File: src/core_cfg_pkg.sv
package core_cfg_pkg;

    // Machine sizes
    localparam int xlen          = 32;
    localparam int num_arch_regs = 32;
    localparam int num_phys_regs = 64;
    localparam int free_depth    = num_phys_regs - num_arch_regs;
    localparam int rob_depth     = 16;
    localparam int iq_depth      = 4;

    // Data word and register numbers
    typedef logic [xlen-1:0]                  xlen_t;
    typedef logic [$clog2(num_arch_regs)-1:0] arch_reg_t;
    typedef logic [$clog2(num_phys_regs)-1:0] phys_reg_t;

    // Queue indices and counts
    typedef logic [$clog2(rob_depth)-1:0]     rob_idx_t;
    typedef logic [$clog2(rob_depth+1)-1:0]   rob_cnt_t;
    typedef logic [$clog2(free_depth)-1:0]    free_ptr_t;
    typedef logic [$clog2(iq_depth)-1:0]      iq_slot_t;

endpackage

File: src/isa_pkg.sv
package isa_pkg;

    typedef logic [5:0] opcode_t;
    typedef logic [5:0] funct_t;

    // Field layout, opcode on top
    localparam int opcode_lsb = 26;
    localparam int rd_lsb     = 21;
    localparam int rs1_lsb    = 16;
    localparam int rs2_lsb    = 11;
    localparam int imm_w      = 16;

    // Major opcodes
    localparam opcode_t op_alu  = 6'h00;
    localparam opcode_t op_addi = 6'h08;

    // Function codes of the register form
    localparam funct_t fn_add = 6'h20;
    localparam funct_t fn_sub = 6'h22;
    localparam funct_t fn_and = 6'h24;
    localparam funct_t fn_or  = 6'h25;
    localparam funct_t fn_xor = 6'h26;
    localparam funct_t fn_sll = 6'h00;
    localparam funct_t fn_srl = 6'h02;
    localparam funct_t fn_slt = 6'h2a;

    typedef enum logic [2:0] {
        alu_add, alu_sub, alu_and, alu_or, alu_xor, alu_sll, alu_srl, alu_slt
    } alu_op_e;

endpackage

File: src/core_if.sv


interface issue_if (input logic clk);
    import core_cfg_pkg::*;
    import isa_pkg::*;

    logic      valid;
    alu_op_e   op;
    xlen_t     a;
    xlen_t     b;
    phys_reg_t dst;
    rob_idx_t  rob_idx;

    modport source (input clk, output valid, op, a, b, dst, rob_idx);
    modport sink (input clk, valid, op, a, b, dst, rob_idx);
endinterface

// Result bus, single source
interface cdb_if (input logic clk);
    import core_cfg_pkg::*;

    logic      valid;
    phys_reg_t tag;
    xlen_t     value;
    rob_idx_t  rob_idx;

    modport source (input clk, output valid, tag, value, rob_idx);
    modport sink (input clk, valid, tag, value, rob_idx);
endinterface

File: src/alu_exec.sv
module alu_exec (
    input  logic    clk,
    input  logic    reset,
    issue_if.sink   iss,
    cdb_if.source   cdb
);
    import core_cfg_pkg::*;
    import isa_pkg::*;

    xlen_t result;

    always_comb begin
        case (iss.op)
            alu_sub: result = iss.a - iss.b;
            alu_and: result = iss.a & iss.b;
            alu_or:  result = iss.a | iss.b;
            alu_xor: result = iss.a ^ iss.b;
            // Shift amount is the low 5 bits of b
            alu_sll: result = iss.a << iss.b[$clog2(xlen)-1:0];
            alu_srl: result = iss.a >> iss.b[$clog2(xlen)-1:0];
            alu_slt: result = xlen_t'($signed(iss.a) < $signed(iss.b));
            default: result = iss.a + iss.b;
        endcase
    end

    always_ff @(posedge clk) begin
        if (reset) begin
            cdb.valid <= 1'b0;
        end else begin
            cdb.valid <= iss.valid;
        end
    end

    always_ff @(posedge clk) begin
        cdb.tag     <= iss.dst;
        cdb.value   <= result;
        cdb.rob_idx <= iss.rob_idx;
    end

endmodule

File: src/flat_wrapper.sv
// flat-port wrapper written by rule: the top's interface ports become plain ports
module alu_exec_flat import core_cfg_pkg::*; import isa_pkg::*;
  (clk, reset, iss_valid, iss_op, iss_a, iss_b, iss_dst, iss_rob_idx, cdb_valid, cdb_tag, cdb_value, cdb_rob_idx);
  issue_if iss_i (.clk(clk));
  cdb_if cdb_i (.clk(clk));
  input  logic clk;
  input  logic reset;
  input wire logic [$bits(iss_i.valid)-1:0] iss_valid;
  input wire logic [$bits(iss_i.op)-1:0] iss_op;
  input wire logic [$bits(iss_i.a)-1:0] iss_a;
  input wire logic [$bits(iss_i.b)-1:0] iss_b;
  input wire logic [$bits(iss_i.dst)-1:0] iss_dst;
  input wire logic [$bits(iss_i.rob_idx)-1:0] iss_rob_idx;
  output wire logic [$bits(cdb_i.valid)-1:0] cdb_valid;
  output wire logic [$bits(cdb_i.tag)-1:0] cdb_tag;
  output wire logic [$bits(cdb_i.value)-1:0] cdb_value;
  output wire logic [$bits(cdb_i.rob_idx)-1:0] cdb_rob_idx;
  assign iss_i.valid = iss_valid;
  assign iss_i.op = iss_op;
  assign iss_i.a = iss_a;
  assign iss_i.b = iss_b;
  assign iss_i.dst = iss_dst;
  assign iss_i.rob_idx = iss_rob_idx;
  assign cdb_valid = cdb_i.valid;
  assign cdb_tag = cdb_i.tag;
  assign cdb_value = cdb_i.value;
  assign cdb_rob_idx = cdb_i.rob_idx;
  alu_exec u_core (.clk(clk), .reset(reset), .iss(iss_i), .cdb(cdb_i));
endmodule
File: config.mk
export PLATFORM = sky130hd
export DESIGN_NAME = alu_exec_flat
export DESIGN_NICKNAME = d
export VERILOG_FILES = /design/src/core_cfg_pkg.sv /design/src/isa_pkg.sv /design/src/core_if.sv /design/src/alu_exec.sv /design/src/flat_wrapper.sv
export SDC_FILE = /design/constraint.sdc
export NUM_CORES = 1
export LEC_CHECK = 0
export ABC_AREA = 0
export ABC_CLOCK_PERIOD_IN_PS = 3300
export BUFFER_PORTS_ARGS = -buffer_cell sky130_fd_sc_hd__buf_4
export CELL_PAD_IN_SITES_DETAIL_PLACEMENT = 1
export CELL_PAD_IN_SITES_GLOBAL_PLACEMENT = 2
export CORE_MARGIN = 2
export CORE_UTILIZATION = 32
export CTS_CLUSTER_SIZE = 25
export DETAILED_ROUTE_END_ITERATION = 7
export PLACE_DENSITY = 0.91
export SETUP_SLACK_MARGIN = 0.5
export SLEW_MARGIN = 20
export SYNTH_ARGS = -nofsm -noshare
export SYNTH_HDL_FRONTEND = slang
export SYNTH_SLANG_ARGS = --single-unit
File: constraint.sdc
create_clock -name clk -period 3.3 [get_ports clk]
set_input_delay 0.33 -clock clk [delete_from_list [all_inputs] [get_ports clk]]
set_output_delay 0.33 -clock clk [all_outputs]
set_load 0.02 [all_outputs]
Word level (Yosys, flattened, before mapping)
Cells that the tools add are included.
Word-level totals
  input bits: 80
  bits in registers: 43
  output and inout bits: 43
Operators by class
  equality and inequality tests: 7
  bitwise gates (word level): 3
  mux-type cells: 1
  shift-type cells: 2
  $add $sub $neg: 2
  $lt $le $gt $ge: 1
Operator list (number)
  one-hot mux 32 bit (7 select lines): 1
  adder 32 bit: 1
  AND 32 bit: 1
  less-than comparator 32 bit: 1
  OR 32 bit: 1
  left shift 32 x 5 -> 32 bit: 1
  right shift 32 x 5 -> 32 bit: 1
  subtractor 32 bit: 1
  XOR 32 bit: 1
  == test 3 bit, second input constant: 4
  == test 3 x 2 -> 1 bit, second input constant: 2
  == test 3 x 1 -> 1 bit, second input constant: 1

Longest topological paths before layout
  depth in word-level cells: 2
  depth in mapped cells: 14
  mapped depth without buffers: 12

Worst setup path after synthesis
OpenSTA, ideal clock, no wires.
  kind: input to register
  start point: input port iss_b[2]
  end point: register u_core.cdb.value[31]
  slack: -0.223 ns
  path buffers: 3
  arrival time: 3.404 ns
  data required time: 3.180 ns
  stages on the path: 14
  cell sequence: buf_2 inv_2 buf_1 clkbuf_1 ha_1 o21ai_0 o21ai_0 a22oi_1 o211ai_2 a21oi_2 nor4_2 o221ai_1 mux2_1 a211o_1
Between the ends
  cells in the longest elaborated chain, start to end: 2
RTL lines
  start: declaration: RTL line flat_wrapper.sv:11  | input wire logic [$bits(iss_i.b)-1:0] iss_b;
  adder 32 bit, or another cell as far along: RTL line alu_exec.sv:22  | default: result = iss.a + iss.b;
  one-hot mux 32 bit (7 select lines) (*): RTL line alu_exec.sv:13  | case (iss.op)
  named net u_core.result[31]: RTL line alu_exec.sv:10  | xlen_t result;
  end signal: assignment: RTL line alu_exec.sv:36  | cdb.value <= result;
  end: declaration: RTL line core_if.sv:27  | modport source (input clk, output valid, tag, value, rob_idx);
The timed path passes the listed nets; every way through them passes the cells marked *.
A chain may end at the register's enable or synchronous reset.

Worst setup path in the final report
  start point: input port iss_b[0]
  end point: register u_core.cdb.value[14]
The elaborated chain is that of the path after synthesis.

==> metrics.txt <==
Starting Density 32.35%; Hold-fix buffers, CTS 0; status finished clean; Crit Path Max Fanout 5; htree depth 2; final wirelength roughly 48 mm; Worst Setup Start Kind input pin; post-synth top area share 13.10%; async set-reset flop share out of synthesis 0%; via count 11158; Area Overhead vs Synth 24.55%; clk root buf clkbuf_16; GPL Wtd Cong 1.041; ANT cells 0; initial drt markers 1191; design area 11530 sq um; Pint 0.001737 W; ratio of cells with drive above 1 in the final layout 27.54%; final hold violations 0; Yosys reg bits 43; Synth area leaders ha_1, mux4_2, dfxtp_1; DIE AREA 30320 sq um; Vias/cell 6.365; WS Path Type input pin to register; sequential share of the synthesized area 9.295%; crit path time final 2.747 ns; syn nets 1409; Slew @ Worst Pin 0.9446 ns; worst hold start iss_dst[2]; final hold slack between 0.1 and 0.15 ns; routing usage on met2 50.02%; clock power share 17.3%; Max Transition Viols Final 0; Max Clk Rate 364.0 MHz; routed len/inst ~28 um; number of synthesized flops with an enable pin 0; Setup Slack @ Placement -0.04612 ns; P_sw 0.001670 W; Core Footprint 28630 sq um; RSZ-0062 raised after global routing true; Hold Path Stages 1; Slew Limit Headroom 36.36%; Port Buf Inserts between 100 and 150; CTS Buf Count 5; setup_tns 0 ns; Clock Pin Slew Worst Setup and Hold Paths 0.08 ns; cell area after synthesis 9261 sq um; vias in the first global route between 10000 and 15000; # clock sinks 43; CP Capture Type register; critical path arrival just under 3 ns; antenna-violating nets left 0; # nets final approximately 1500; 1st-pass router iterations 5; Die Y roughly 170 um; CTS tree built; DRC errors left 0; initial antenna violation count 1; GRT Max-Usage Layer met2; Setup violations, final 0; fin util 40.30%; pwr dens approximately 300 nW/um^2; syn_area_per_cell 7.530 sq um; Post-DP Area 11030 sq um; grt total ovfl 0; part of the cycle the worst path needs 83.25%; final setup margin 0.5529 ns; Switching Share 49.02%; Seq pwr share 18.3%; DIE WIDTH approximately 170 um; # rows 62; hpwl dp about 38 mm; dominant synthesized flop cell dfxtp_1; met3 usage in global routing 4.549%; largest net degree at the start of global routing a little under 70; peak supply drop 0.1960 mV; Hold WC Path Type input pin to register; first-pass GRT wire length 71.59 mm; cell count after synthesis about 1200; critical path required time 3.49 ns; maximum capacitance violations 0; combinational share of power between 60 and 70%; post-synth cell types slightly below 90; total track usage a little under a third; Pleak 4.914 nW; synth warn 0; WHS Endpoint u_core.cdb.tag[2]; IO Pins 123; Synth area leader ha_1; clock buffer depth 2; routing usage on met1 39.82%
## cell usage in the layout (no fill, tap or decap), drive strengths merged, types with 5 or more instances in the layout
master / Yosys / routed
buf: 52 / 221
nor2: 117 / 117
a21oi: 111 / 111
inv: 100 / 101
ha: 97 / 97
nand2: 96 / 96
o21ai: 88 / 88
mux4: 53 / 53
dfxtp: 43 / 43
mux2i: 34 / 34
a22oi: 32 / 32
nand3: 31 / 31
o22ai: 29 / 29
a211oi: 19 / 19
a31oi: 18 / 18
nor3: 17 / 17
xnor2: 17 / 17
nor2b: 16 / 16
a21o: 15 / 15
o221ai: 15 / 15
o21bai: 14 / 14
o211ai: 14 / 14
nand2b: 13 / 13
a221o: 10 / 10
a221oi: 10 / 10
mux2: 9 / 9
o311ai: 9 / 9
nand4: 8 / 8
nor4: 7 / 7
a211o: 6 / 6
clkbuf: 39 / 6
o31ai: 6 / 6
or3: 5 / 5
nor3b: 5 / 5
a21boi: 5 / 5
## critical path: stages
cell and delay [ns]:
buf_4 0.16, ha_2 0.21, fa_2 0.35, nor2_2 0.13
o311ai_1 0.10, buf_4 0.17, a31oi_4 0.15, buf_6 0.15
o21ai_1 0.13, o311a_1 0.38, o21ai_0 0.21, a22oi_1 0.12
o221ai_1 0.33
## logic make-up after synthesis
kind of cell / after synthesis / synth area share (%)
multiplexers: 96 / 17.70
AND/OR/NAND/NOR: 332 / 16.43
AO/OA/AOI/OAI: 445 / 32.03
flip-flops: 43 / 9.295
adder cells (fa/ha/maj): 100 / 13.64
XOR/XNOR: 20 / 1.891
buffers and inverters: 194 / 9.011
## power by group through the flow
stage / logic, W / clock network, W / registers, W
after global placement: 0.00201 / 0 / 0.000634
final: 0.00219 / 0.000589 / 0.000624
after detailed placement: 0.00204 / 0 / 0.000633
after global routing: 0.00231 / 0.000607 / 0.000629
after CTS: 0.00207 / 0.000590 / 0.000623
after floorplan: 0.00112 / 0 / 0.000717
## timing repair
item	in CTS	in global routing
endpoints found under the setup margin	10	17
gates resized for setup	18	55
gates cloned	0	1
pin swaps	5	16
buffers inserted	0	3
## layout make-up
| type | instances | area, sq um |
|---|---|---|
| multi-input combinational | 993 | 7911 |
| tap | 384 | 480.5 |
| timing repair buffer | 222 | 1732 |
| clock inverter | 3 | 23.77 |
| clock buffer | 5 | 125.1 |
| inverter | 103 | 401.6 |
| sequential | 43 | 860.8 |
| fill | 3483 | 17090 |
## sequential cells by signal (all words and copies together), names as in the netlist
signal	count
u_core.cdb.value	32
u_core.cdb.rob_idx	4
u_core.cdb.valid	1
u_core.cdb.tag	6
## synthesized netlist by cell type (all sizes together) (4+ instances only)
| master | number |
|---|---|
| a21boi | 5 |
| nand2 | 96 |
| o32ai | 4 |
| nor2 | 117 |
| nor2b | 16 |
| nand3 | 31 |
| or2 | 4 |
| o221ai | 15 |
| nor4 | 7 |
| nand2b | 13 |
| nor3b | 5 |
| dfxtp | 43 |
| a2111oi | 4 |
| or3 | 5 |
| inv | 100 |
| a211o | 6 |
| a22oi | 32 |
| clkbuf | 39 |
| nand4 | 8 |
| o21a | 4 |
| ha | 97 |
| a32oi | 4 |
| mux2 | 9 |
| a221o | 10 |
| a31oi | 18 |
| mux4 | 53 |
| a21oi | 111 |
| o21ai | 88 |
| nor3 | 17 |
| buf | 52 |
| o31ai | 6 |
| mux2i | 34 |
| o311ai | 9 |
| o22ai | 29 |
| a211oi | 19 |
| o21bai | 14 |
| xnor2 | 17 |
| o211ai | 14 |
| a221oi | 10 |
| a21o | 15 |
## per-stage QoR
stage               total power (W)  cells
finish                     0.003407   1753
global route               0.003550   1753
CTS                        0.003287   1749
detailed placement         0.002675   1741
global placement           0.002644   1741
floorplan                  0.001835   1230
## layer usage
layer | part of all wire, % | routed length (um)
met5 | 0 | 0
met4 | 6.1 | 2949
met3 | 8.1 | 3906
met2 | 45 | 21740
met1 | 41 | 19620
## how the worst max path moves through the flow
| stage | endpoint | cells past startpoint | from | slack (ns) |
|---|---|---|---|---|
| final | u_core.cdb.value[14] | 13 | iss_b[0] | 0.55 |
| after global routing | u_core.cdb.value[29] | 12 | iss_b[0] | 0.49 |
| after global placement | u_core.cdb.value[28] | 15 | iss_b[0] | 0.001 |
| after floorplan | u_core.cdb.value[21] | 13 | iss_b[1] | 0.51 |
| after detailed placement | u_core.cdb.value[0] | 14 | iss_b[0] | -0.05 |
| after CTS | u_core.cdb.value[31] | 12 | iss_a[15] | 0.50 |
(Power assumes the default switching activity.)
