<file path="src/core_cfg_pkg.sv">
package core_cfg_pkg;

    // Machine sizes
    localparam int xlen          = 32;
    localparam int num_arch_regs = 32;
    localparam int num_phys_regs = 64;
    localparam int free_depth    = num_phys_regs - num_arch_regs;
    localparam int rob_depth     = 16;
    localparam int iq_depth      = 4;

    // Data word and register numbers
    typedef logic [xlen-1:0]                  xlen_t;
    typedef logic [$clog2(num_arch_regs)-1:0] arch_reg_t;
    typedef logic [$clog2(num_phys_regs)-1:0] phys_reg_t;

    // Queue indices and counts
    typedef logic [$clog2(rob_depth)-1:0]     rob_idx_t;
    typedef logic [$clog2(rob_depth+1)-1:0]   rob_cnt_t;
    typedef logic [$clog2(free_depth)-1:0]    free_ptr_t;
    typedef logic [$clog2(iq_depth)-1:0]      iq_slot_t;

endpackage

</file>
<file path="src/isa_pkg.sv">
package isa_pkg;

    typedef logic [5:0] opcode_t;
    typedef logic [5:0] funct_t;

    // Field layout, opcode on top
    localparam int opcode_lsb = 26;
    localparam int rd_lsb     = 21;
    localparam int rs1_lsb    = 16;
    localparam int rs2_lsb    = 11;
    localparam int imm_w      = 16;

    // Major opcodes
    localparam opcode_t op_alu  = 6'h00;
    localparam opcode_t op_addi = 6'h08;

    // Function codes of the register form
    localparam funct_t fn_add = 6'h20;
    localparam funct_t fn_sub = 6'h22;
    localparam funct_t fn_and = 6'h24;
    localparam funct_t fn_or  = 6'h25;
    localparam funct_t fn_xor = 6'h26;
    localparam funct_t fn_sll = 6'h00;
    localparam funct_t fn_srl = 6'h02;
    localparam funct_t fn_slt = 6'h2a;

    typedef enum logic [2:0] {
        alu_add, alu_sub, alu_and, alu_or, alu_xor, alu_sll, alu_srl, alu_slt
    } alu_op_e;

endpackage

</file>
<file path="src/core_if.sv">
// Renamed operation, rename stage to issue queue
interface rename_if (input logic clk);
    import core_cfg_pkg::*;
    import isa_pkg::*;

    logic      valid;
    alu_op_e   op;
    phys_reg_t src1;
    phys_reg_t src2;
    phys_reg_t dst;
    logic      use_imm;
    xlen_t     imm;
    rob_idx_t  rob_idx;

    modport source (input clk, output valid, op, src1, src2, dst, use_imm, imm, rob_idx);
    modport sink (input clk, valid, op, src1, src2, dst, use_imm, imm, rob_idx);
    modport monitor (input clk, valid, src1, src2, dst);
endinterface


// Result bus, single source
interface cdb_if (input logic clk);
    import core_cfg_pkg::*;

    logic      valid;
    phys_reg_t tag;
    xlen_t     value;
    rob_idx_t  rob_idx;

    modport source (input clk, output valid, tag, value, rob_idx);
    modport sink (input clk, valid, tag, value, rob_idx);
endinterface

</file>
<file path="src/phys_regfile.sv">
module phys_regfile (
    input  logic                    clk,
    input  logic                    reset,
    rename_if.monitor               ren,
    cdb_if.sink                     cdb,
    output logic                    src1_ready,
    output logic                    src2_ready,
    output core_cfg_pkg::xlen_t     src1_data,
    output core_cfg_pkg::xlen_t     src2_data,
    input  core_cfg_pkg::phys_reg_t commit_tag,
    output core_cfg_pkg::xlen_t     commit_data
);
    import core_cfg_pkg::*;

    xlen_t                    regs [num_phys_regs];
    logic [num_phys_regs-1:0] ready;
    logic                     cdb_wr, hit1, hit2;

    // Tag 0 is never written
    assign cdb_wr = cdb.valid && (cdb.tag != '0);

    always_ff @(posedge clk) begin
        if (reset) begin
            ready <= '1;
            for (int i = 0; i < num_phys_regs; i++) begin
                regs[i] <= '0;
            end
        end else begin
            if (ren.valid && (ren.dst != '0)) begin
                ready[ren.dst] <= 1'b0;
            end
            if (cdb_wr) begin
                regs[cdb.tag]  <= cdb.value;
                ready[cdb.tag] <= 1'b1;
            end
        end
    end

    // Same-cycle result bypass
    assign hit1       = cdb_wr && (cdb.tag == ren.src1);
    assign hit2       = cdb_wr && (cdb.tag == ren.src2);
    assign src1_ready = ready[ren.src1] || hit1;
    assign src2_ready = ready[ren.src2] || hit2;
    assign src1_data  = hit1 ? cdb.value : regs[ren.src1];
    assign src2_data  = hit2 ? cdb.value : regs[ren.src2];
    assign commit_data = regs[commit_tag];

endmodule

</file>
<file path="src/flat_wrapper.sv">
// flat-port wrapper written by rule: the top's interface ports become plain ports
module phys_regfile_flat import core_cfg_pkg::*;
  (clk, reset, src1_ready, src2_ready, src1_data, src2_data, commit_tag, commit_data, ren_valid, ren_src1, ren_src2, ren_dst, cdb_valid, cdb_tag, cdb_value, cdb_rob_idx);
  rename_if ren_i (.clk(clk));
  cdb_if cdb_i (.clk(clk));
  input  logic clk;
  input  logic reset;
  output logic src1_ready;
  output logic src2_ready;
  output core_cfg_pkg::xlen_t src1_data;
  output core_cfg_pkg::xlen_t src2_data;
  input  core_cfg_pkg::phys_reg_t commit_tag;
  output core_cfg_pkg::xlen_t commit_data;
  input wire logic [$bits(ren_i.valid)-1:0] ren_valid;
  input wire logic [$bits(ren_i.src1)-1:0] ren_src1;
  input wire logic [$bits(ren_i.src2)-1:0] ren_src2;
  input wire logic [$bits(ren_i.dst)-1:0] ren_dst;
  input wire logic [$bits(cdb_i.valid)-1:0] cdb_valid;
  input wire logic [$bits(cdb_i.tag)-1:0] cdb_tag;
  input wire logic [$bits(cdb_i.value)-1:0] cdb_value;
  input wire logic [$bits(cdb_i.rob_idx)-1:0] cdb_rob_idx;
  assign ren_i.valid = ren_valid;
  assign ren_i.src1 = ren_src1;
  assign ren_i.src2 = ren_src2;
  assign ren_i.dst = ren_dst;
  assign cdb_i.valid = cdb_valid;
  assign cdb_i.tag = cdb_tag;
  assign cdb_i.value = cdb_value;
  assign cdb_i.rob_idx = cdb_rob_idx;
  phys_regfile u_core (.clk(clk), .reset(reset), .ren(ren_i), .cdb(cdb_i), .src1_ready(src1_ready), .src2_ready(src2_ready), .src1_data(src1_data), .src2_data(src2_data), .commit_tag(commit_tag), .commit_data(commit_data));
endmodule
</file>
<file path="config.mk">
export PLATFORM = sky130hd
export DESIGN_NAME = phys_regfile_flat
export DESIGN_NICKNAME = d
export VERILOG_FILES = /design/src/core_cfg_pkg.sv /design/src/isa_pkg.sv /design/src/core_if.sv /design/src/phys_regfile.sv /design/src/flat_wrapper.sv
export SDC_FILE = /design/constraint.sdc
export NUM_CORES = 2
export LEC_CHECK = 0
export BUFFER_PORTS_ARGS = -buffer_cell sky130_fd_sc_hd__buf_4
export CAP_MARGIN = 10
export CELL_PAD_IN_SITES_DETAIL_PLACEMENT = 1
export CELL_PAD_IN_SITES_GLOBAL_PLACEMENT = 2
export CORE_UTILIZATION = 35
export DETAILED_ROUTE_END_ITERATION = 16
export HOLD_SLACK_MARGIN = 0.15
export PLACE_DENSITY_LB_ADDON = 0.1
export SKIP_CTS_REPAIR_TIMING = 1
export SYNTH_ARGS = -nofsm -noshare
export SYNTH_HDL_FRONTEND = slang
export SYNTH_SLANG_ARGS = --single-unit
</file>
<file path="constraint.sdc">
create_clock -name clk -period 6.8 [get_ports clk]
set_clock_uncertainty 0.1 [all_clocks]
set_input_delay 0.34 -clock clk [delete_from_list [all_inputs] [get_ports clk]]
set_output_delay 0.34 -clock clk [all_outputs]
set_load 0.03 [all_outputs]
</file>
**Word-level counts from Yosys, hierarchy flattened**

Memory sizes are Yosys's and may differ from the RTL's.
Index checks and enable logic that the tools add are counted.

- Word-level logic and storage cells: 45
- Bits of input ports: 70
- Register bits: 64
- Memories: 1
- Memory bits (writable): 2048

Memories:

| memory | depth | bits a word | rd ports | clocked after Yosys merged registers in | write ports | line | RTL |
|---|---|---|---|---|---|---|---|
| u_core.regs | 64 | 32 | 3 | 0 | 64 | phys_regfile.sv:15 | `xlen_t regs [num_phys_regs];` |

- Bitwise logic cells: 3
- Order comparisons: 6
- Eq/ne operators: 2
- Multiplexer cells: 21
- Reductions and logical operators: 11

Operator list:

| operator | number |
|---|---|
| $mux W64 | 3 |
| $mux W32 | 3 |
| $and A64 B64 Y64 | 1 |
| $not A64 Y64 | 1 |
| $or A64 B64 Y64 | 1 |
| $reduce_or A32 Y1 | 1 |
| $lt A6 B7 Y1 const B | 4 |
| $bmux W1 S6 | 2 |
| $demux W1 S6 | 2 |
| $eq A6 B6 Y1 | 2 |
| $ge A6 B1 Y1 const B | 2 |
| $reduce_bool A6 Y1 | 2 |
| $mux W1 | 10 |
| $logic_and A1 B1 Y1 | 6 |
| $mux W6 | 1 |
| $logic_or A1 B1 Y1 | 2 |

**Depth between registers and ports, before layout**

- Word-level depth: 10
- Gate-level depth with buffers: 12

**Least setup slack after synthesis**

OpenSTA, ideal clock, no wires.

- Path kind: input port to output port
- Start point: input ren_src1[0]
- End point: output src1_data[30]
- Stages: 10
- Setup slack: 3936 ps
- Data required time: 6360 ps
- Arrival time: 2424 ps
- Path through: buf_4 > buf_4 > buf_4 > buf_2 > mux2i_1 > a22oi_1 > nand3_1 > a41oi_1 > a31oi_1 > o21ai_0

- Cells in the longest elaborated chain, start to end: 3
- Elaborated cells on any way between the ends: 4
- Those cells by class: eq/ne (1); mux (1); reduce/logical (1); memory (1)

Ends and longest elaborated chain:

| element | line | RTL |
|---|---|---|
| start, declared | flat_wrapper.sv:15 | `input wire logic [$bits(ren_i.src1)-1:0] ren_src1;` |
| branches (longest 2 deep; another with $mem_v2 Z64 W32) | -- |  |
| $mux W32 * | phys_regfile.sv:44 | `assign src1_data = hit1 ? cdb.value : regs[ren.src1];` |
| end, declared | flat_wrapper.sv:10 | `output core_cfg_pkg::xlen_t src1_data;` |

Mark *: on every way between the ends.

**Worst setup path in the final report**

- Start point: input ren_src1[0]
- End point: output src1_data[29]

Same word-level chain as after synthesis.

==> flow_summary.yaml <==
run_status:
  status: "finished, final reports clean"
timing:
  final.setup.tns_ps: 0
  rsz0062_at_grt: "no"
  timing.fmax_mhz: 194.7
  slew_headroom_pct: 8.412
  period_minus_slack_ps: 5137
  min_period_over_period_pct: 75.54
  hold_violations: 0
  worstMarginPinSlew_ps: 1374
  setup_viol: 0
  drv_slew: 0
  worst_hold_slack_ps: 156.5
worst_setup_path:
  path_class: "in2out"
  crit_path_max_incr_delay_ps: 860
  crit_path_top_delay_cell: "nor3_1"
  worst_ep_required_time_ps: 6360
  worst-path-max-fanout: 49
  arrival_ps: 4700
  path_cells: "buf_8 > buf_4 > mux4_2 > mux4_2 > nor3_1 > a31oi_1 > a22o_1 > buf_4"
  critPathCaptureType: "output port"
  cp-start-kind: "input port"
cts:
  clock-sinks: 2112
  clockRootBuffer: "clkbuf_16"
  cts_buffers: 271
  cts_tree: "built"
  clkTransAtPathRegs_ps: 60
  cts_buffer_depth: 4
  htree_num_levels: 5
  insertion_delay_ps: 910
die:
  dieArea_um2: 370600
  rows: 222
  coreArea_um2: 366100
  initial_utilization_pct: 35.20
  die_height_um: 608.8
  pin_count: 168
  fp.dieW_um: 608.8
min_path:
  hp-class: "in2reg"
layout:
  multi_input_area_um2: 62620
  syn_to_final_growth_pct: 12.44
  nFillCells: 36480
  seq_area_um2: 62780
  finalNonFillerCells: 13810
  drive_gt1_share_pct: 27.63
  utilization_pct: 39.58
  fin_nets: 8790
drt:
  drt_first_pass_iters: 6
  drt_wl_total_um: 624500
  ant_nets: 0
  drt_iter0_drc: 12880
  route.detailed.drc: 0
  vias: 90520
  via_per_inst: 6.555
  wl_per_cell_um: 45.22
logic_synthesis:
  yosysTopAreaCell: "edfxtp_1"
  ys_seq_area_share_pct: 48.72
  synthFlopType: "edfxtp_1"
  syn_inst: 8879
  synth_seq_cells: 2112
  yosysWarnings: 0
  netlist.area_leader.share_pct: 47.72
  netlist_area_um2: 128900
  avgSynthCellArea_um2: 14.51
  synth_cell_type_count: 55
  synth.area.top_cells: "edfxtp_1 48%, mux4_2 25%, and2_1 9.8%"
  synth-edff-count: 2048
  synthArstFlopShare_pct: 0
power_and_ir_drop:
  combPwrFrac_pct: 16.4
  power.switching_w: 0.01023
  p_per_area_nw_per_um2: 246.5
  total_power_w: 0.03572
  seqPwrFrac_pct: 43.3
  power.share.clock_pct: 40.3
  power.internal_w: 0.02548
  swShare_pct: 28.66
  ir_drop_mv: 0.1804
  p_leak_nw: 49.53
placement:
  io_buffers: 163
  gp_congestion: 0.8608
  dp.cells: 13220
  place_hpwl_um: 383700
grt:
  grt_pass1_wl_um: 829300
  grt_max_degree: 118
  antenna_found_initial: 89
  grt_pass1_vias: 91780
  grt_overflow: 0
  grt_usage_pct: 33.11
job:
  maxCapViolCount: 0
==> per-layer routing <==
metal  routed length [µm]  GRT usage, %
met2               284700         51.71
met3                52640         5.102
met4                42200         19.65
met1               244900         43.73
met5                   52       0.07749
==> cell families (layout without fill, tap and decap cells) <==
| family | count (synthesis) | in the layout | synth area share, % |
|---|---|---|---|
| AO/OA/AOI/OAI | 819 | 819 | 4.577 |
| XOR/XNOR | 12 | 12 | 0.08156 |
| buffers and inverters | 1020 | 1038 | 3.402 |
| flip-flops | 2112 | 2112 | 48.72 |
| multiplexers | 2159 | 2159 | 30.46 |
| other | 1 | 98 | 0.002910 |
| AND/OR/NAND/NOR | 2756 | 2756 | 12.76 |
==> state kept, by name (all words and copies together), names as in the netlist <==
| signal | count |
|---|---|
| u_core.ready | 64 |
| u_core.regs | 2048 |
==> cells in the final DEF, fill, tap and decap left out, drive strengths merged, types with 4 or more instances in the layout <==
master,n
edfxtp,2048
and2,2021
mux4,1409
mux2i,745
buf,508
clkbuf,353
a22oi,267
nand2,145
nor2,144
nand3,109
o22ai,103
nand2b,102
clkinv,102
a22o,92
a211oi,78
a21oi,74
or2,67
diode,66
dfxtp,64
nor2b,64
o21ai,62
dlygate4sd3,44
nand4,37
a31oi,37
nor4,33
a221oi,32
conb,32
a2111oi,31
o221ai,30
bufinv,17
nand3b,12
inv,12
xnor2,8
mux2,5
or3b,5
xor2,4
nor3b,4
==> path summary, 6_finish.rpt <==
check,startpoint,end,slack (ps),cells after the start
setup / recovery,ren_src1[0],src1_data[29],1660,8
hold / removal,cdb_value[12],u_core.regs[24][12],160,3
setup reg to reg,u_core.ready[7],u_core.ready[7],5530,3
hold reg to reg,u_core.ready[0],u_core.ready[0],370,1
==> cell type report <==
type                       count  share of cell area [%]
sequential                  2112                   43.33
multi-input combinational   5778                   43.22
clock buffer                 351                   5.100
tap                         4816                   4.159
timing repair buffer         554                   3.315
clock inverter               130                  0.7590
antenna                       66                  0.1140
inverter                       3                0.007772
==> power groups by stage <==
stage          clock network [W]  registers [W]  logic, W
3_5_place_dp                   0         0.0157   0.00579
4_1_cts                   0.0146         0.0154   0.00580
6_report                  0.0144         0.0155   0.00586
5_1_grt                   0.0149         0.0155   0.00595
3_3_place_gp                   0         0.0156   0.00577
2_1_floorplan                  0         0.0155   0.00335
==> worst max-delay path, delay by kind of cell <==
family	cells	cell delay, ps
simple gates	1	860
buf+inv	3	1160
mux	2	1140
compound gates	2	850
==> synthesized netlist by cell type, drive strengths merged, types with 3 or more instances <==
cell type	instances
nand2b	102
a2111oi	31
a211o	3
o21ai	62
nor4	33
or3b	5
and2	2021
clkbuf	688
o22ai	103
a211oi	78
o31ai	3
inv	3
a221oi	32
or2	67
edfxtp	2048
nor2b	64
mux2	5
xnor2	8
a31oi	37
a21oi	74
a22o	92
mux2i	745
nand3	109
dfxtp	64
o221ai	30
mux4	1409
xor2	4
a22oi	267
nor2	144
nand3b	12
nand2	145
and3	3
nand4	37
buf	329
nor3b	4
==> through the flow <==
step	instance area [µm²]	setup WS, ps
final	144900	1663
after global routing	144700	1785
after CTS	144300	1822
after detailed placement	135800	1837
after global placement	135800	1832
after floorplan	129000	3936
Note: power is estimated with default switching activity, not from simulation.
