**src/core_cfg_pkg.sv**
```systemverilog
package core_cfg_pkg;

    // Machine sizes
    localparam int xlen          = 32;
    localparam int num_arch_regs = 32;
    localparam int num_phys_regs = 64;
    localparam int free_depth    = num_phys_regs - num_arch_regs;
    localparam int rob_depth     = 16;
    localparam int iq_depth      = 4;

    // Data word and register numbers
    typedef logic [xlen-1:0]                  xlen_t;
    typedef logic [$clog2(num_arch_regs)-1:0] arch_reg_t;
    typedef logic [$clog2(num_phys_regs)-1:0] phys_reg_t;

    // Queue indices and counts
    typedef logic [$clog2(rob_depth)-1:0]     rob_idx_t;
    typedef logic [$clog2(rob_depth+1)-1:0]   rob_cnt_t;
    typedef logic [$clog2(free_depth)-1:0]    free_ptr_t;
    typedef logic [$clog2(iq_depth)-1:0]      iq_slot_t;

endpackage

```
**src/core_if.sv**
```systemverilog


interface rob_alloc_if (input logic clk);
    import core_cfg_pkg::*;

    logic      valid;
    arch_reg_t rd;
    logic      writes;
    phys_reg_t dst;
    phys_reg_t old_dst;
    rob_idx_t  idx;
    logic      space_ok;

    modport rename (input clk, idx, space_ok, output valid, rd, writes, dst, old_dst);
    modport rob (input clk, valid, rd, writes, dst, old_dst, output idx, space_ok);
endinterface


// Result bus, single source
interface cdb_if (input logic clk);
    import core_cfg_pkg::*;

    logic      valid;
    phys_reg_t tag;
    xlen_t     value;
    rob_idx_t  rob_idx;

    modport source (input clk, output valid, tag, value, rob_idx);
    modport sink (input clk, valid, tag, value, rob_idx);
endinterface

```
**src/reorder_buffer.sv**
```systemverilog
module reorder_buffer (
    input  logic                    clk,
    input  logic                    reset,
    rob_alloc_if.rob                alloc,
    cdb_if.sink                     cdb,
    output core_cfg_pkg::phys_reg_t commit_tag,
    input  core_cfg_pkg::xlen_t     commit_data,
    output logic                    free_valid,
    output core_cfg_pkg::phys_reg_t free_tag,
    output logic                    commit_valid,
    output core_cfg_pkg::arch_reg_t commit_rd,
    output logic                    commit_writes,
    output core_cfg_pkg::xlen_t     commit_value
);
    import core_cfg_pkg::*;

    arch_reg_t            rd_q [rob_depth];
    phys_reg_t            dst_q [rob_depth];
    phys_reg_t            old_q [rob_depth];
    logic [rob_depth-1:0] wr_q, done;
    rob_idx_t             head, tail;
    rob_cnt_t             count;
    logic                 retire;

    assign retire     = (count != '0) && done[head];
    assign commit_tag = dst_q[head];
    assign alloc.space_ok = (count <= rob_cnt_t'(rob_depth - 2));
    // Next tail, counting the allocation now in flight
    assign alloc.idx  = tail + rob_idx_t'(alloc.valid);

    always_ff @(posedge clk) begin
        if (reset) begin
            head         <= '0;
            tail         <= '0;
            count        <= '0;
            done         <= '0;
            commit_valid <= 1'b0;
            free_valid   <= 1'b0;
        end else begin
            commit_valid <= retire;
            free_valid   <= retire && wr_q[head];
            if (cdb.valid) begin
                done[cdb.rob_idx] <= 1'b1;
            end
            if (alloc.valid) begin
                done[tail] <= 1'b0;
                tail       <= tail + 1'b1;
            end
            if (retire) begin
                head <= head + 1'b1;
            end
            count <= count + rob_cnt_t'(alloc.valid) - rob_cnt_t'(retire);
        end
    end

    always_ff @(posedge clk) begin
        if (alloc.valid) begin
            rd_q[tail]  <= alloc.rd;
            wr_q[tail]  <= alloc.writes;
            dst_q[tail] <= alloc.dst;
            old_q[tail] <= alloc.old_dst;
        end
        if (retire) begin
            commit_rd     <= rd_q[head];
            commit_writes <= wr_q[head];
            commit_value  <= commit_data;
            free_tag      <= old_q[head];
        end
    end

endmodule

```
**src/flat_wrapper.sv**
```systemverilog
// flat-port wrapper written by rule: the top's interface ports become plain ports
module reorder_buffer_flat import core_cfg_pkg::*;
  (clk, reset, commit_tag, commit_data, free_valid, free_tag, commit_valid, commit_rd, commit_writes, commit_value, alloc_valid, alloc_rd, alloc_writes, alloc_dst, alloc_old_dst, alloc_idx, alloc_space_ok, cdb_valid, cdb_tag, cdb_value, cdb_rob_idx);
  rob_alloc_if alloc_i (.clk(clk));
  cdb_if cdb_i (.clk(clk));
  input  logic clk;
  input  logic reset;
  output core_cfg_pkg::phys_reg_t commit_tag;
  input  core_cfg_pkg::xlen_t commit_data;
  output logic free_valid;
  output core_cfg_pkg::phys_reg_t free_tag;
  output logic commit_valid;
  output core_cfg_pkg::arch_reg_t commit_rd;
  output logic commit_writes;
  output core_cfg_pkg::xlen_t commit_value;
  input wire logic [$bits(alloc_i.valid)-1:0] alloc_valid;
  input wire logic [$bits(alloc_i.rd)-1:0] alloc_rd;
  input wire logic [$bits(alloc_i.writes)-1:0] alloc_writes;
  input wire logic [$bits(alloc_i.dst)-1:0] alloc_dst;
  input wire logic [$bits(alloc_i.old_dst)-1:0] alloc_old_dst;
  output wire logic [$bits(alloc_i.idx)-1:0] alloc_idx;
  output wire logic [$bits(alloc_i.space_ok)-1:0] alloc_space_ok;
  input wire logic [$bits(cdb_i.valid)-1:0] cdb_valid;
  input wire logic [$bits(cdb_i.tag)-1:0] cdb_tag;
  input wire logic [$bits(cdb_i.value)-1:0] cdb_value;
  input wire logic [$bits(cdb_i.rob_idx)-1:0] cdb_rob_idx;
  assign alloc_i.valid = alloc_valid;
  assign alloc_i.rd = alloc_rd;
  assign alloc_i.writes = alloc_writes;
  assign alloc_i.dst = alloc_dst;
  assign alloc_i.old_dst = alloc_old_dst;
  assign alloc_idx = alloc_i.idx;
  assign alloc_space_ok = alloc_i.space_ok;
  assign cdb_i.valid = cdb_valid;
  assign cdb_i.tag = cdb_tag;
  assign cdb_i.value = cdb_value;
  assign cdb_i.rob_idx = cdb_rob_idx;
  reorder_buffer u_core (.clk(clk), .reset(reset), .alloc(alloc_i), .cdb(cdb_i), .commit_tag(commit_tag), .commit_data(commit_data), .free_valid(free_valid), .free_tag(free_tag), .commit_valid(commit_valid), .commit_rd(commit_rd), .commit_writes(commit_writes), .commit_value(commit_value));
endmodule
```
**config.mk**
```make
export PLATFORM = sky130hd
export DESIGN_NAME = reorder_buffer_flat
export DESIGN_NICKNAME = d
export VERILOG_FILES = /design/src/core_cfg_pkg.sv /design/src/core_if.sv /design/src/reorder_buffer.sv /design/src/flat_wrapper.sv
export SDC_FILE = /design/constraint.sdc
export NUM_CORES = 1
export LEC_CHECK = 0
export ABC_AREA = 1
export BUFFER_PORTS_ARGS = -buffer_cell sky130_fd_sc_hd__buf_2
export CORE_MARGIN = 5
export CORE_UTILIZATION = 53
export DETAILED_ROUTE_END_ITERATION = 16
export GPL_TIMING_DRIVEN = 0
export PLACE_DENSITY = 0.76
export SLEW_MARGIN = 20
export SYNTH_ARGS = -nofsm -noshare
export SYNTH_HDL_FRONTEND = slang
export SYNTH_SLANG_ARGS = --single-unit
```
**constraint.sdc**
```tcl
create_clock -name clk -period 3.1 [get_ports clk]
set_input_delay 0.31 -clock clk [delete_from_list [all_inputs] [get_ports clk]]
set_output_delay 0.31 -clock clk [all_outputs]
set_load 0.01 [all_outputs]
```
After elaboration in Yosys (flattened, before gate mapping)
Memory sizes are Yosys's and may differ from the RTL's. A register that Yosys moved wholly into a read port is not among the register bits.
Cells that the tools add are included.

storage, ports and cells
  register bits after elaboration = 80
  bits in latches = 0
  RAM bits = 272
  bits in read-only memories = 0
  bits of input ports = 96
  output and inout port bits = 57
  word-level logic and storage cells = 47
  memories = 3

cells by class
  add/sub/neg operators = 5
  multipliers = 0
  div/mod/pow operators = 0
  $lt $le $gt $ge = 6
  equal/unequal tests = 0
  shifts and indexed selects = 0
  multiplexer cells = 16
  bitwise logic cells = 3
  reduce and logical (&&, ||, !) cells = 5

memories
  memory        depth  width  read ports  clocked after memory_dff  write ports  RTL line              source
  u_core.dst_q  16     6      1           1                         1            reorder_buffer.sv:18  phys_reg_t dst_q [rob_depth];
  u_core.old_q  16     6      1           1                         1            reorder_buffer.sv:19  phys_reg_t old_q [rob_depth];
  u_core.rd_q   16     5      1           1                         1            reorder_buffer.sv:17  arch_reg_t rd_q [rob_depth];

operators by type and width
  operator               count
  $mux W16               3
  $and A16 B16 Y16       1
  $bwmux W16             1
  $not A16 Y16           1
  $or A16 B16 Y16        1
  $lt A4 B5 Y1 const B   3
  $add A4 B1 Y4 const B  2
  $bmux W1 S4            2
  $demux W1 S4           2
  $ge A4 B1 Y1 const B   2
  $mux W4                2
  $mux W1                6
  $add A5 B1 Y5          1
  $le A5 B4 Y1 const B   1
  $reduce_bool A5 Y1     1
  $sub A5 B1 Y5          1
  $add A4 B1 Y4          1
  $logic_and A1 B1 Y1    4

Depth between registers and ports, before layout
Gate-level depths: netlist of run 1.

  word-level depth = 9
  depth in mapped cells = 18
  gate-level depth less buffers = 17

Least setup slack after synthesis of run 1
OpenSTA, ideal clock, no wires.

  path type = register to register
  from = register u_core.head[0]
  to = register u_core.count[4]
  library setup time = 0.122 ns
  data arrival time = 2.773 ns
  data required time = 2.978 ns
  setup slack = 0.205 ns
  cell stages (with the launch flop) = 17
  buffers on the path = 2
  period minus slack after synthesis = 2.895 ns
  path through = dfxtp_1 buf_6 inv_4 buf_6 nand2_1 nand3_1 nand3_2 nand3_2 nand2_4 inv_2 nor2_4 nand2_2 fa_1 a21oi_1 o21ai_0 o21ai_0 a21oi_1

between the ends
  longest elaborated chain between the ends = 4

RTL lines
  element                        RTL line              source
  from (decl)                    reorder_buffer.sv:21  rob_idx_t head, tail;
  from (signal assigned)         reorder_buffer.sv:50  head <= head + 1'b1;
  $bmux W1 S4                    reorder_buffer.sv:25  assign retire = (count != '0) && done[head];
  $mux W1 (implied by the code)  reorder_buffer.sv:25
  $logic_and A1 B1 Y1            reorder_buffer.sv:25
  via u_core.retire              reorder_buffer.sv:23  logic retire;
  $sub A5 B1 Y5                  reorder_buffer.sv:52  count <= count + rob_cnt_t'(alloc.valid) - rob_cnt_t'(retire);
  to (signal assigned)           reorder_buffer.sv:52
  to (decl)                      reorder_buffer.sv:22  rob_cnt_t count;

The timed path passes the listed nets, and every way through them passes these cells. The select of a mux whose other input is x is not followed.
A chain may end at the register's enable or synchronous reset.

Worst setup path after layout of run 1
  from = register u_core.head[2]
  to = register u_core.count[4]

Same word-level chain as after synthesis.

==> impl_metrics.env, run 1 <==
export IMPL_status="finished, final reports clean"
export IMPL_setup_ws_ns=0.371
export IMPL_crit_slowest_cell="fa_1"
export IMPL_wire_per_inst_um=22.7
export IMPL_clock_sinks=367
export IMPL_dieArea_mm2=0.0305
export IMPL_ant_nets=0
export IMPL_whs_path_depth=2
export IMPL_syn_area_per_cell_um2=13.5
export IMPL_placed_cells=1528
export IMPL_clkTransAtPathRegs_ns=0.06
export IMPL_final_core_utilization=0.643
export IMPL_tightest_slew_ns=0.860
export IMPL_critPathLaunchType="register"
export IMPL_placed_cell_area_mm2=0.0157
export IMPL_nNetsFinal=1372
export IMPL_skew_ns=0.0187
export IMPL_path_cells="buf_2, inv_1, buf_2, nand3_1, nand3_2, nand2_4, inv_2, nor2_4, nand2_2, nand2_1, ha_1, fa_1, a21oi_1, o21ai_0, o21ai_0, a21oi_1"
export IMPL_synth_cell_area_mm2=0.0144
export IMPL_place_worst_setup_slack_ns=0.0628
export IMPL_reg2reg_slack_ns=0.37
export IMPL_die_h_um=175
export IMPL_grt_pass1_wl_um=55900
export IMPL_ir_drop_v=0.000386
export IMPL_path_delay_family="buffers and inverters"
export IMPL_route_detailed_drc=0
export IMPL_antenna_found_initial=0
export IMPL_critPathMaxStageDelay_ns=0.42
export IMPL_final_cells=1629
export IMPL_cts_made_buffers=36
export IMPL_timing_slew_headroom=0.425
export IMPL_start_util=0.535
export IMPL_area_growth_syn_to_layout_pct=20.0
export IMPL_rr_startpoint="u_core.head[2]"
export IMPL_drt_iter0_drc=1176
export IMPL_rr_endpoint="u_core.count[4]"
export IMPL_yosysSeqAreaShare=0.742
export IMPL_diodes=0
export IMPL_maxCapViolCount=0
export IMPL_crit_type="register to register"
export IMPL_hold_end="u_core.done[0]"
export IMPL_p_leak_nw=6.01
export IMPL_cts_resized=0
export IMPL_maxSlewViolCount=0
export IMPL_drive_gt1_frac=0.182
export IMPL_cp_num_buf_inv=4
export IMPL_portBuffers=114
export IMPL_syn_nets=1175
export IMPL_finalSetupViolations=0
export IMPL_ys_ff_latch=367
export IMPL_worstPathArrival_ns=3.13
export IMPL_cts_tree="built"
export IMPL_clk_latency_ns=0.52
export IMPL_io_pin_count=153
export IMPL_nFillCells=1883
export IMPL_layout_commonest_cell="edfxtp_1"
export IMPL_worstSetupEndpointType="register"
export IMPL_pwr_density_cell_mw_per_mm2=688
export IMPL_cts_max_level=2
export IMPL_fin_crit_sh=0.880
export IMPL_first_pass_iters=5
export IMPL_overflow=0
export IMPL_grt_pass1_vias=9731
export IMPL_routed_via_count=9749
export IMPL_routed_wl_um=36900
export IMPL_period_minus_slack_ns=2.73
export IMPL_cp_data_required_time_ns=3.50
export IMPL_rsz0062_at_grt="false"
export IMPL_min_from="reset"
export IMPL_holdCritPathClass="primary input to register"
export IMPL_cts_root_buf="clkbuf_16"
export IMPL_dp_hpwl_um=22600
export IMPL_num_rows=60
export IMPL_via_per_inst=5.98
export IMPL_cts_max_path_buffers=3
export IMPL_ff2ff_path_depth=16
export IMPL_design_power_total_mw=11.9
export IMPL_die_w_um=175
export IMPL_cp_max_fo=10
export IMPL_synthCells=1063
export IMPL_fmaxAchievable_mhz=366
export IMPL_finalHoldViolCount=0
export IMPL_coreArea_mm2=0.0269
export IMPL_grt_max_degree=32
export IMPL_place_congestion=0.835
export IMPL_final_cell_mix="edfxtp_1, buf_2, o21ai_0, nor2_1, inv_1"
export IMPL_ys_warn_count=0
export IMPL_final_area_mm2=0.0173
export IMPL_yosysUniqueCellTypes=36
export IMPL_grt_usage=0.238
layout make-up:
class                      count  area, µm²  area share
timing repair buffer         159       1120      0.0648
multi-input combinational    568       3260       0.189
inverter                      68        258      0.0149
tap                          341        427      0.0247
buffer                        60        319      0.0185
clock inverter                13        199      0.0115
clock buffer                  53       1020      0.0588
sequential                   367      10700       0.618
registers in the layout, indices dropped and copies added (netlist names), named ones only:
name and cells:
u_core.free_valid 1, u_core.rd_q 80, u_core.head 4, u_core.tail 4, u_core.done 16, u_core.dst_q 96, u_core.count 5, u_core.old_q 96
u_core.commit_writes 1, u_core.commit_value 32, u_core.commit_valid 1, u_core.free_tag 6, u_core.wr_q 16, u_core.commit_rd 5
report_power, final:
part / switching (mW) / internal [mW]
Clock: 1.77 / 2.70
Combinational: 1.18 / 0.593
Sequential: 0.0562 / 5.58
metrics by stage:
step                      TNS (ns)  hold WS (ns)
after floorplan                  0         0.388
after global placement      -11.10         0.468
after detailed placement         0         0.472
after CTS                        0        0.0555
after global routing             0        0.0806
final                            0        0.0736
kinds of logic after synthesis:
logic type / count (synthesis) / synth area share
multiplexers: 24 / 0.0167
AO/OA/AOI/OAI: 268 / 0.110
buffers and inverters: 128 / 0.0401
adder cells (fa/ha/maj): 16 / 0.0144
flip-flops: 367 / 0.742
AND/OR/NAND/NOR: 257 / 0.0750
XOR/XNOR: 3 / 0.00183
timing repair:
| item | CTS | global route |
|---|---|---|
| endpoints found under the setup margin | 0 | 3 |
| buffers inserted | 0 | 3 |
| hold buffers | 32 | 0 |
| endpoints found under the hold margin | 32 | 0 |
worst max path at each step:
stage,startpoint,to,cells past startpoint
3_5_place_dp,u_core.head[0],u_core.count[4],18
4_1_cts,u_core.head[0],u_core.count[4],18
6_report,u_core.head[2],u_core.count[4],16
2_1_floorplan,u_core.head[0],u_core.count[4],16
5_1_grt,u_core.head[2],u_core.count[4],16
3_3_place_gp,u_core.head[2],u_core.count[4],16
per-layer routing:
layer	part of all wire	global-route usage	vias to the layer above	wire, µm
met5	0	0	-	0
met1	0.38	0.322	4670	14100
met4	0.039	0.0946	0	1460
met3	0.11	0.0444	109	3970
li1	-	-	4346	-
met2	0.47	0.385	624	17400
cell usage after synthesis, drive strengths merged:
master  number  area (µm²)
nand3       36         195
xnor2        1        8.76
a31oi        5        31.3
ha          15         188
o21a         1        7.51
xor2         2        17.5
nand2       61         239
o22ai       15        93.8
nor2       136         518
a211oi       1        7.51
dfxtp       35         701
inv         67         254
o221ai      30         263
nor3        22         115
o211ai      42         315
edfxtp     332        9970
buf         31         209
a21oi       47         235
nand4        2        12.5
clkinv       1        3.75
clkbuf      29         110
o21ai      127         636
fa           1        20.0
mux2i       24         240
Note: power is estimated with default switching activity, not from simulation.
==> inputs of run 2 (changes only) <==
==> constraint.sdc (replaced) <==
create_clock -name clk -period 3.1 [get_ports clk]
set_input_delay 0.155 -clock clk [delete_from_list [all_inputs] [get_ports clk]]
set_output_delay 0.155 -clock clk [all_outputs]
set_load 0.01 [all_outputs]
==> run 2 against run 1 <==
Compared with the run above:
- first-iteration DRC count increased by 3.1%
- via count increased by 0.18%
- non-clock buffer count increased by 4
- highest routed layer unchanged
- design area increased by 0.23%
- final cell count increased by 0.25%
- combinational power about the same
- critical endpoint unchanged
- sequential power about the same
- largest power group unchanged
- worst setup slack got worse by 0.031 ns
- core utilization increased by 0.15 points
- die area unchanged
==> impl_metrics.env, run 2 (synthesis results as in run 1) <==
export IMPL_status="finished, final reports clean"
export IMPL_cp_data_required_time_ns=3.50
export IMPL_fin_crit_sh=0.890
export IMPL_area_growth_syn_to_layout_pct=20.3
export IMPL_period_minus_slack_ns=2.76
export IMPL_cts_resized=0
export IMPL_crit_type="register to register"
export IMPL_design_power_total_mw=11.9
export IMPL_pwr_density_cell_mw_per_mm2=687
export IMPL_finalSetupViolations=0
export IMPL_dp_hpwl_um=22600
export IMPL_grt_pass1_wl_um=56100
export IMPL_io_pin_count=153
export IMPL_wire_per_inst_um=22.8
export IMPL_drt_iter0_drc=1213
export IMPL_layout_commonest_cell="edfxtp_1"
export IMPL_overflow=0
export IMPL_timing_slew_headroom=0.422
export IMPL_cts_made_buffers=36
export IMPL_routed_via_count=9767
export IMPL_grt_usage=0.239
export IMPL_antenna_found_initial=0
export IMPL_first_pass_iters=5
export IMPL_p_leak_nw=6.03
export IMPL_die_w_um=175
export IMPL_cp_max_fo=8
export IMPL_clkTransAtPathRegs_ns=0.06
export IMPL_worstPathArrival_ns=3.16
export IMPL_diodes=0
export IMPL_cts_root_buf="clkbuf_16"
export IMPL_fmaxAchievable_mhz=362
export IMPL_coreArea_mm2=0.0269
export IMPL_rsz0062_at_grt="false"
export IMPL_maxCapViolCount=0
export IMPL_worstSetupEndpointType="register"
export IMPL_cts_max_path_buffers=3
export IMPL_cp_num_buf_inv=2
export IMPL_ir_drop_v=0.000386
export IMPL_clk_latency_ns=0.52
export IMPL_final_area_mm2=0.0173
export IMPL_critPathLaunchType="register"
export IMPL_tightest_slew_ns=0.868
export IMPL_num_rows=60
export IMPL_grt_pass1_vias=9752
export IMPL_grt_max_degree=32
export IMPL_finalHoldViolCount=0
export IMPL_cts_max_level=2
export IMPL_reg_largest_list="u_core.dst_q: 96 flops, u_core.old_q: 96 flops, u_core.rd_q: 80 flops"
export IMPL_skew_ns=0.0171
export IMPL_maxSlewViolCount=0
export IMPL_cts_tree="built"
export IMPL_drive_gt1_frac=0.182
export IMPL_final_cell_mix="edfxtp_1, buf_2, o21ai_0, nor2_1, inv_1"
export IMPL_route_detailed_drc=0
export IMPL_path_cells="inv_1, ha_1, nand4_1, inv_1, nor2_4, nand2_2, nand2_1, ha_1, fa_1, a21oi_1, o21ai_0, o21ai_0, a21oi_1"
export IMPL_routed_wl_um=37200
export IMPL_die_h_um=175
export IMPL_via_per_inst=5.98
export IMPL_dieArea_mm2=0.0305
export IMPL_place_congestion=0.835
export IMPL_holdCritPathClass="primary input to register"
export IMPL_portBuffers=114
export IMPL_nNetsFinal=1376
export IMPL_start_util=0.535
export IMPL_ant_nets=0
export IMPL_critPathMaxStageDelay_ns=0.42
export IMPL_clock_sinks=367
export IMPL_crit_slowest_cell="nand4_1"
export IMPL_path_delay_family="adder cells"
export IMPL_placed_cell_area_mm2=0.0157
-- run 2: power by group --
part           internal, mW  switching, mW  total, mW
clock network          2.70           1.77       4.47
logic                 0.596           1.19       1.79
registers              5.58         0.0565       5.63
-- run 2: per-layer routing --
| metal | up-vias | GRT usage | wire length (µm) | part of all wire |
|---|---|---|---|---|
| met4 | 0 | 0.0933 | 1330 | 0.036 |
| met5 | - | 0 | 0 | 0 |
| met1 | 4692 | 0.323 | 14100 | 0.38 |
| met3 | 100 | 0.0431 | 4110 | 0.11 |
| met2 | 624 | 0.389 | 17700 | 0.48 |
| li1 | 4351 | - | - | - |
-- run 2: area by class of cell --
type | instances | area, µm²
inverter | 68 | 258
clock buffer | 53 | 1020
clock inverter | 13 | 199
tap | 341 | 427
multi-input combinational | 568 | 3260
sequential | 367 | 10700
buffer | 60 | 319
timing repair buffer | 163 | 1160
fill | 1874 | 9570
-- run 2: worst paths after layout --
| kind | to | slack (ns) | start | depth (start not counted) |
|---|---|---|---|---|
| setup / recovery | u_core.count[4] | 0.34 | u_core.count[2] | 13 |
| hold / removal | u_core.dst_q[0][4] | 0.007 | alloc_dst[4] | 1 |
| setup reg to reg | u_core.count[4] | 0.34 | u_core.count[2] | 13 |
| hold reg to reg | u_core.done[0] | 0.49 | u_core.done[0] | 2 |
-- run 2: timing repair --
action                                 in CTS  in global routing
setup endpoints to repair                   0                  3
buffers inserted                            0                  3
hold buffers                               36                  0
endpoints found under the hold margin      79                  0
-- run 2: through the flow --
step | hold WS [ns] | utilization | TNS [ns] | worst slack, ns | instances
floorplan | 0.233 | - | 0 | 0.205 | 1063
finish | 0.00674 | 0.644 | 0 | 0.340 | 1633
global placement | 0.331 | 0.573 | -0.984 | -0.416 | 1518
detailed placement | 0.333 | 0.585 | 0 | 0.0628 | 1528
CTS | 0.000519 | 0.643 | 0 | 0.0156 | 1630
global route | 0.0117 | 0.644 | 0 | 0.160 | 1633
==> inputs of run 3 (changes only) <==
--- a/config.mk
+++ b/config.mk
@@ -5,13 +5,13 @@
 export SDC_FILE = /design/constraint.sdc
 export NUM_CORES = 1
 export LEC_CHECK = 0
-export ABC_AREA = 1
+export ABC_AREA = 0
 export BUFFER_PORTS_ARGS = -buffer_cell sky130_fd_sc_hd__buf_2
 export CORE_MARGIN = 5
-export CORE_UTILIZATION = 53
+export CORE_UTILIZATION = 58
 export DETAILED_ROUTE_END_ITERATION = 16
 export GPL_TIMING_DRIVEN = 0
-export PLACE_DENSITY = 0.76
+export PLACE_DENSITY = 0.79
 export SLEW_MARGIN = 20
 export SYNTH_ARGS = -nofsm -noshare
 export SYNTH_HDL_FRONTEND = slang
==> constraint.sdc (replaced) <==
create_clock -name clk -period 2.6 [get_ports clk]
set_input_delay 0.13 -clock clk [delete_from_list [all_inputs] [get_ports clk]]
set_output_delay 0.13 -clock clk [all_outputs]
set_load 0.01 [all_outputs]
==> run 3 against run 2 <==
Compared with the run above:
- the run now ends with setup timing left
- non-clock buffer count decreased by 13
- design area is 0.81% lower
- power rose by 6.3%
- fmax is 6.1% lower
- critical endpoint unchanged
- largest power group unchanged
==> impl_metrics.env, run 3 <==
export IMPL_status="complete, but fails checks"
export IMPL_failed_checks="setup timing"
export IMPL_reg_largest_list="u_core.dst_q: 96 flops, u_core.old_q: 96 flops, u_core.rd_q: 80 flops"
export IMPL_rr_startpoint="u_core.head[0]"
export IMPL_holdCritPathClass="primary input to register"
export IMPL_crit_slowest_cell="mux4_2"
export IMPL_synthCells=643
export IMPL_fmaxAchievable_mhz=340
export IMPL_rsz0062_at_grt="true"
export IMPL_hold_end="u_core.count[0]"
export IMPL_synth_top_area_cell="edfxtp_1"
export IMPL_synth_top_area_share=0.711
export IMPL_clock_sinks=367
export IMPL_yosysSeqAreaShare=0.761
export IMPL_ant_nets=0
export IMPL_cts_max_level=2
export IMPL_min_from="alloc_valid"
export IMPL_clkPwrFrac=0.420
export IMPL_p_sw_frac=0.203
export IMPL_pwr_density_cell_mw_per_mm2=736
export IMPL_dp_hpwl_um=17200
export IMPL_coreArea_mm2=0.0240
export IMPL_cts_made_buffers=36
export IMPL_period_minus_slack_ns=2.94
export IMPL_cpMostUsedCell="nor2_1"
export IMPL_cp_num_buf_inv=0
export IMPL_layout_commonest_cell="edfxtp_1"
export IMPL_crit_type="register to register"
export IMPL_routed_wl_um=31400
export IMPL_design_power_total_mw=12.6
export IMPL_antenna_found_initial=0
export IMPL_nFillCells=1403
export IMPL_fin_crit_sh=1.13
export IMPL_drive_gt1_frac=0.375
export IMPL_worstSetupEndpointType="register"
export IMPL_cts_max_path_buffers=3
export IMPL_portBuffers=113
export IMPL_maxCapViolCount=0
export IMPL_p_leak_nw=5.76
export IMPL_async_reset_ff_frac=0
export IMPL_rr_endpoint="u_core.count[4]"
export IMPL_area_growth_syn_to_layout_pct=22.4
export IMPL_cts_tree="built"
export IMPL_crit_start="u_core.head[0]"
export IMPL_routed_via_count=7319
export IMPL_cp_max_fo=5
export IMPL_worstPathArrival_ns=3.31
export IMPL_yosys_top_cells_area="edfxtp_1, mux4_2, dfxtp_1"
export IMPL_grt_max_degree=26
export IMPL_syn_area_per_cell_um2=21.8
export IMPL_grt_pass1_vias=7761
export IMPL_grt_usage=0.238
export IMPL_num_rows=57
export IMPL_nNetsFinal=973
export IMPL_maxSlewViolCount=0
export IMPL_multi_input_area_mm2=0.00333
export IMPL_power_frac_seq=0.520
export IMPL_overflow=0
export IMPL_critPathMaxStageDelay_ns=0.57
export IMPL_final_cell_mix="edfxtp_1, buf_2, mux4_2"
export IMPL_ys_warn_count=0
export IMPL_yosysUniqueCellTypes=41
export IMPL_finalHoldViolCount=0
export IMPL_via_per_inst=6.04
export IMPL_die_h_um=166
export IMPL_regArea_mm2=0.0107
export IMPL_die_w_um=166
export IMPL_place_congestion=0.830
export IMPL_critPathLaunchType="register"
export IMPL_start_util=0.584
export IMPL_diodes=0
export IMPL_timing_slew_headroom=0.337
export IMPL_tightest_slew_ns=0.994
export IMPL_path_cells="mux4_2, nor2_4, nor3_2, a31o_4, mux2_4, ha_4, fa_2, a21oi_2, nor2_1, nor2_1, xor2_1, nor2_1"
export IMPL_wire_per_inst_um=25.9
export IMPL_cts_root_buf="clkbuf_16"
export IMPL_synth_most_common_cell="edfxtp_1"
export IMPL_ff2ff_path_depth=12
export IMPL_cp_data_required_time_ns=2.97
export IMPL_path_delay_family="multiplexers"
export IMPL_synth_common_cells="edfxtp_1, mux4_2, dfxtp_1"
export IMPL_dieArea_mm2=0.0274
export IMPL_syn_nets=755
export IMPL_place_worst_setup_slack_ns=-0.597
export IMPL_ys_ff_latch=367
export IMPL_first_pass_iters=5
export IMPL_whs_path_depth=3
export IMPL_io_pin_count=153
export IMPL_clkTransAtPathRegs_ns=0.06
export IMPL_finalSetupViolations=4
export IMPL_synth_cell_area_mm2=0.0140
export IMPL_clk_latency_ns=0.53
export IMPL_p_comb_frac=0.060
export IMPL_reg2reg_slack_ns=-0.34
export IMPL_p_sw_mw=2.57
export IMPL_synthFlopType="edfxtp_1"
export IMPL_ir_drop_v=0.000571
export IMPL_drt_iter0_drc=662
export IMPL_p_int_mw=10.1
export IMPL_synth_edf_count=332
export IMPL_setup_ws_ns=-0.339
export IMPL_grt_pass1_wl_um=46900
export IMPL_skew_ns=0.0283
export IMPL_route_detailed_drc=0
-- run 3: worst max path at each step --
stage,endpoint,slack [ns],cells past startpoint
2_1_floorplan,u_core.count[4],-0.26,14
3_3_place_gp,u_core.count[4],-0.52,14
3_5_place_dp,u_core.count[4],-0.60,14
4_1_cts,u_core.count[4],-0.32,13
5_1_grt,u_core.count[4],-0.42,13
6_report,u_core.count[4],-0.34,12
-- run 3: cells by family (layout without fill, tap and decap cells) --
logic type	after synthesis	count (layout)	share of synthesized area
AND/OR/NAND/NOR	80	80	0.0312
flip-flops	367	367	0.761
XOR/XNOR	8	8	0.00499
buffers and inverters	37	281	0.0145
adder cells (fa/ha/maj)	16	16	0.0148
AO/OA/AOI/OAI	30	30	0.0130
multiplexers	105	105	0.161
-- run 3: power groups by stage --
stage	clock, mW	sequential (mW)	combinational, mW
CTS	5.37	6.57	0.723
finish	5.31	6.57	0.754
floorplan	0	6.69	0.337
global placement	0	6.69	0.529
global route	5.65	6.57	0.817
detailed placement	0	6.70	0.567
-- run 3: cell type report --
| type | count | share of cell area |
|---|---|---|
| multi-input combinational | 239 | 0.194 |
| sequential | 367 | 0.622 |
| clock inverter | 22 | 0.0149 |
| timing repair buffer | 184 | 0.0755 |
| clock buffer | 42 | 0.0563 |
| inverter | 7 | 0.00153 |
| buffer | 26 | 0.0125 |
| tap | 324 | 0.0236 |
-- run 3: timing repair --
action | CTS | global route
buffers inserted | 11 | 7
cloned | 2 | 0
hold buffers | 51 | 0
pin swaps | 5 | 12
resized for setup | 36 | 13
endpoints found under the setup margin | 21 | 10
endpoints found under the hold margin | 302 | 0
-- run 3: metal layers --
| layer | track usage | vias to the layer above | part of all wire |
|---|---|---|---|
| met1 | 0.302 | 3786 | 0.37 |
| met5 | 0 | - | 0 |
| met4 | 0.0611 | 0 | 0.023 |
| li1 | - | 3103 | - |
| met2 | 0.424 | 361 | 0.53 |
| met3 | 0.0472 | 69 | 0.074 |
-- run 3: worst register-to-register path: stages, from the launching register on --
cell	delay, ns
dfxtp_4	0.40
mux4_2	0.57
nor2_4	0.16
nor3_2	0.06
a31o_4	0.24
mux2_4	0.29
ha_4	0.17
fa_2	0.36
a21oi_2	0.16
nor2_1	0.06
nor2_1	0.14
xor2_1	0.15
nor2_1	0.05
-- run 3: stage by stage --
| step | setup TNS, ns | cells | instance area (µm²) | hold WS (ns) | utilization |
|---|---|---|---|---|---|
| 4_1_cts | -0.852 | 1205 | 17100 | 0.00735 | 0.711 |
| 3_5_place_dp | -2.73 | 1080 | 15100 | 0.309 | 0.627 |
| 5_1_grt | -1.01 | 1211 | 17200 | 0.0120 | 0.714 |
| 2_1_floorplan | -0.256 | 643 | 14100 | 0.229 | - |
| 6_report | -0.702 | 1211 | 17200 | 0.0162 | 0.714 |
| 3_3_place_gp | -1.46 | 1080 | 15100 | 0.306 | 0.626 |
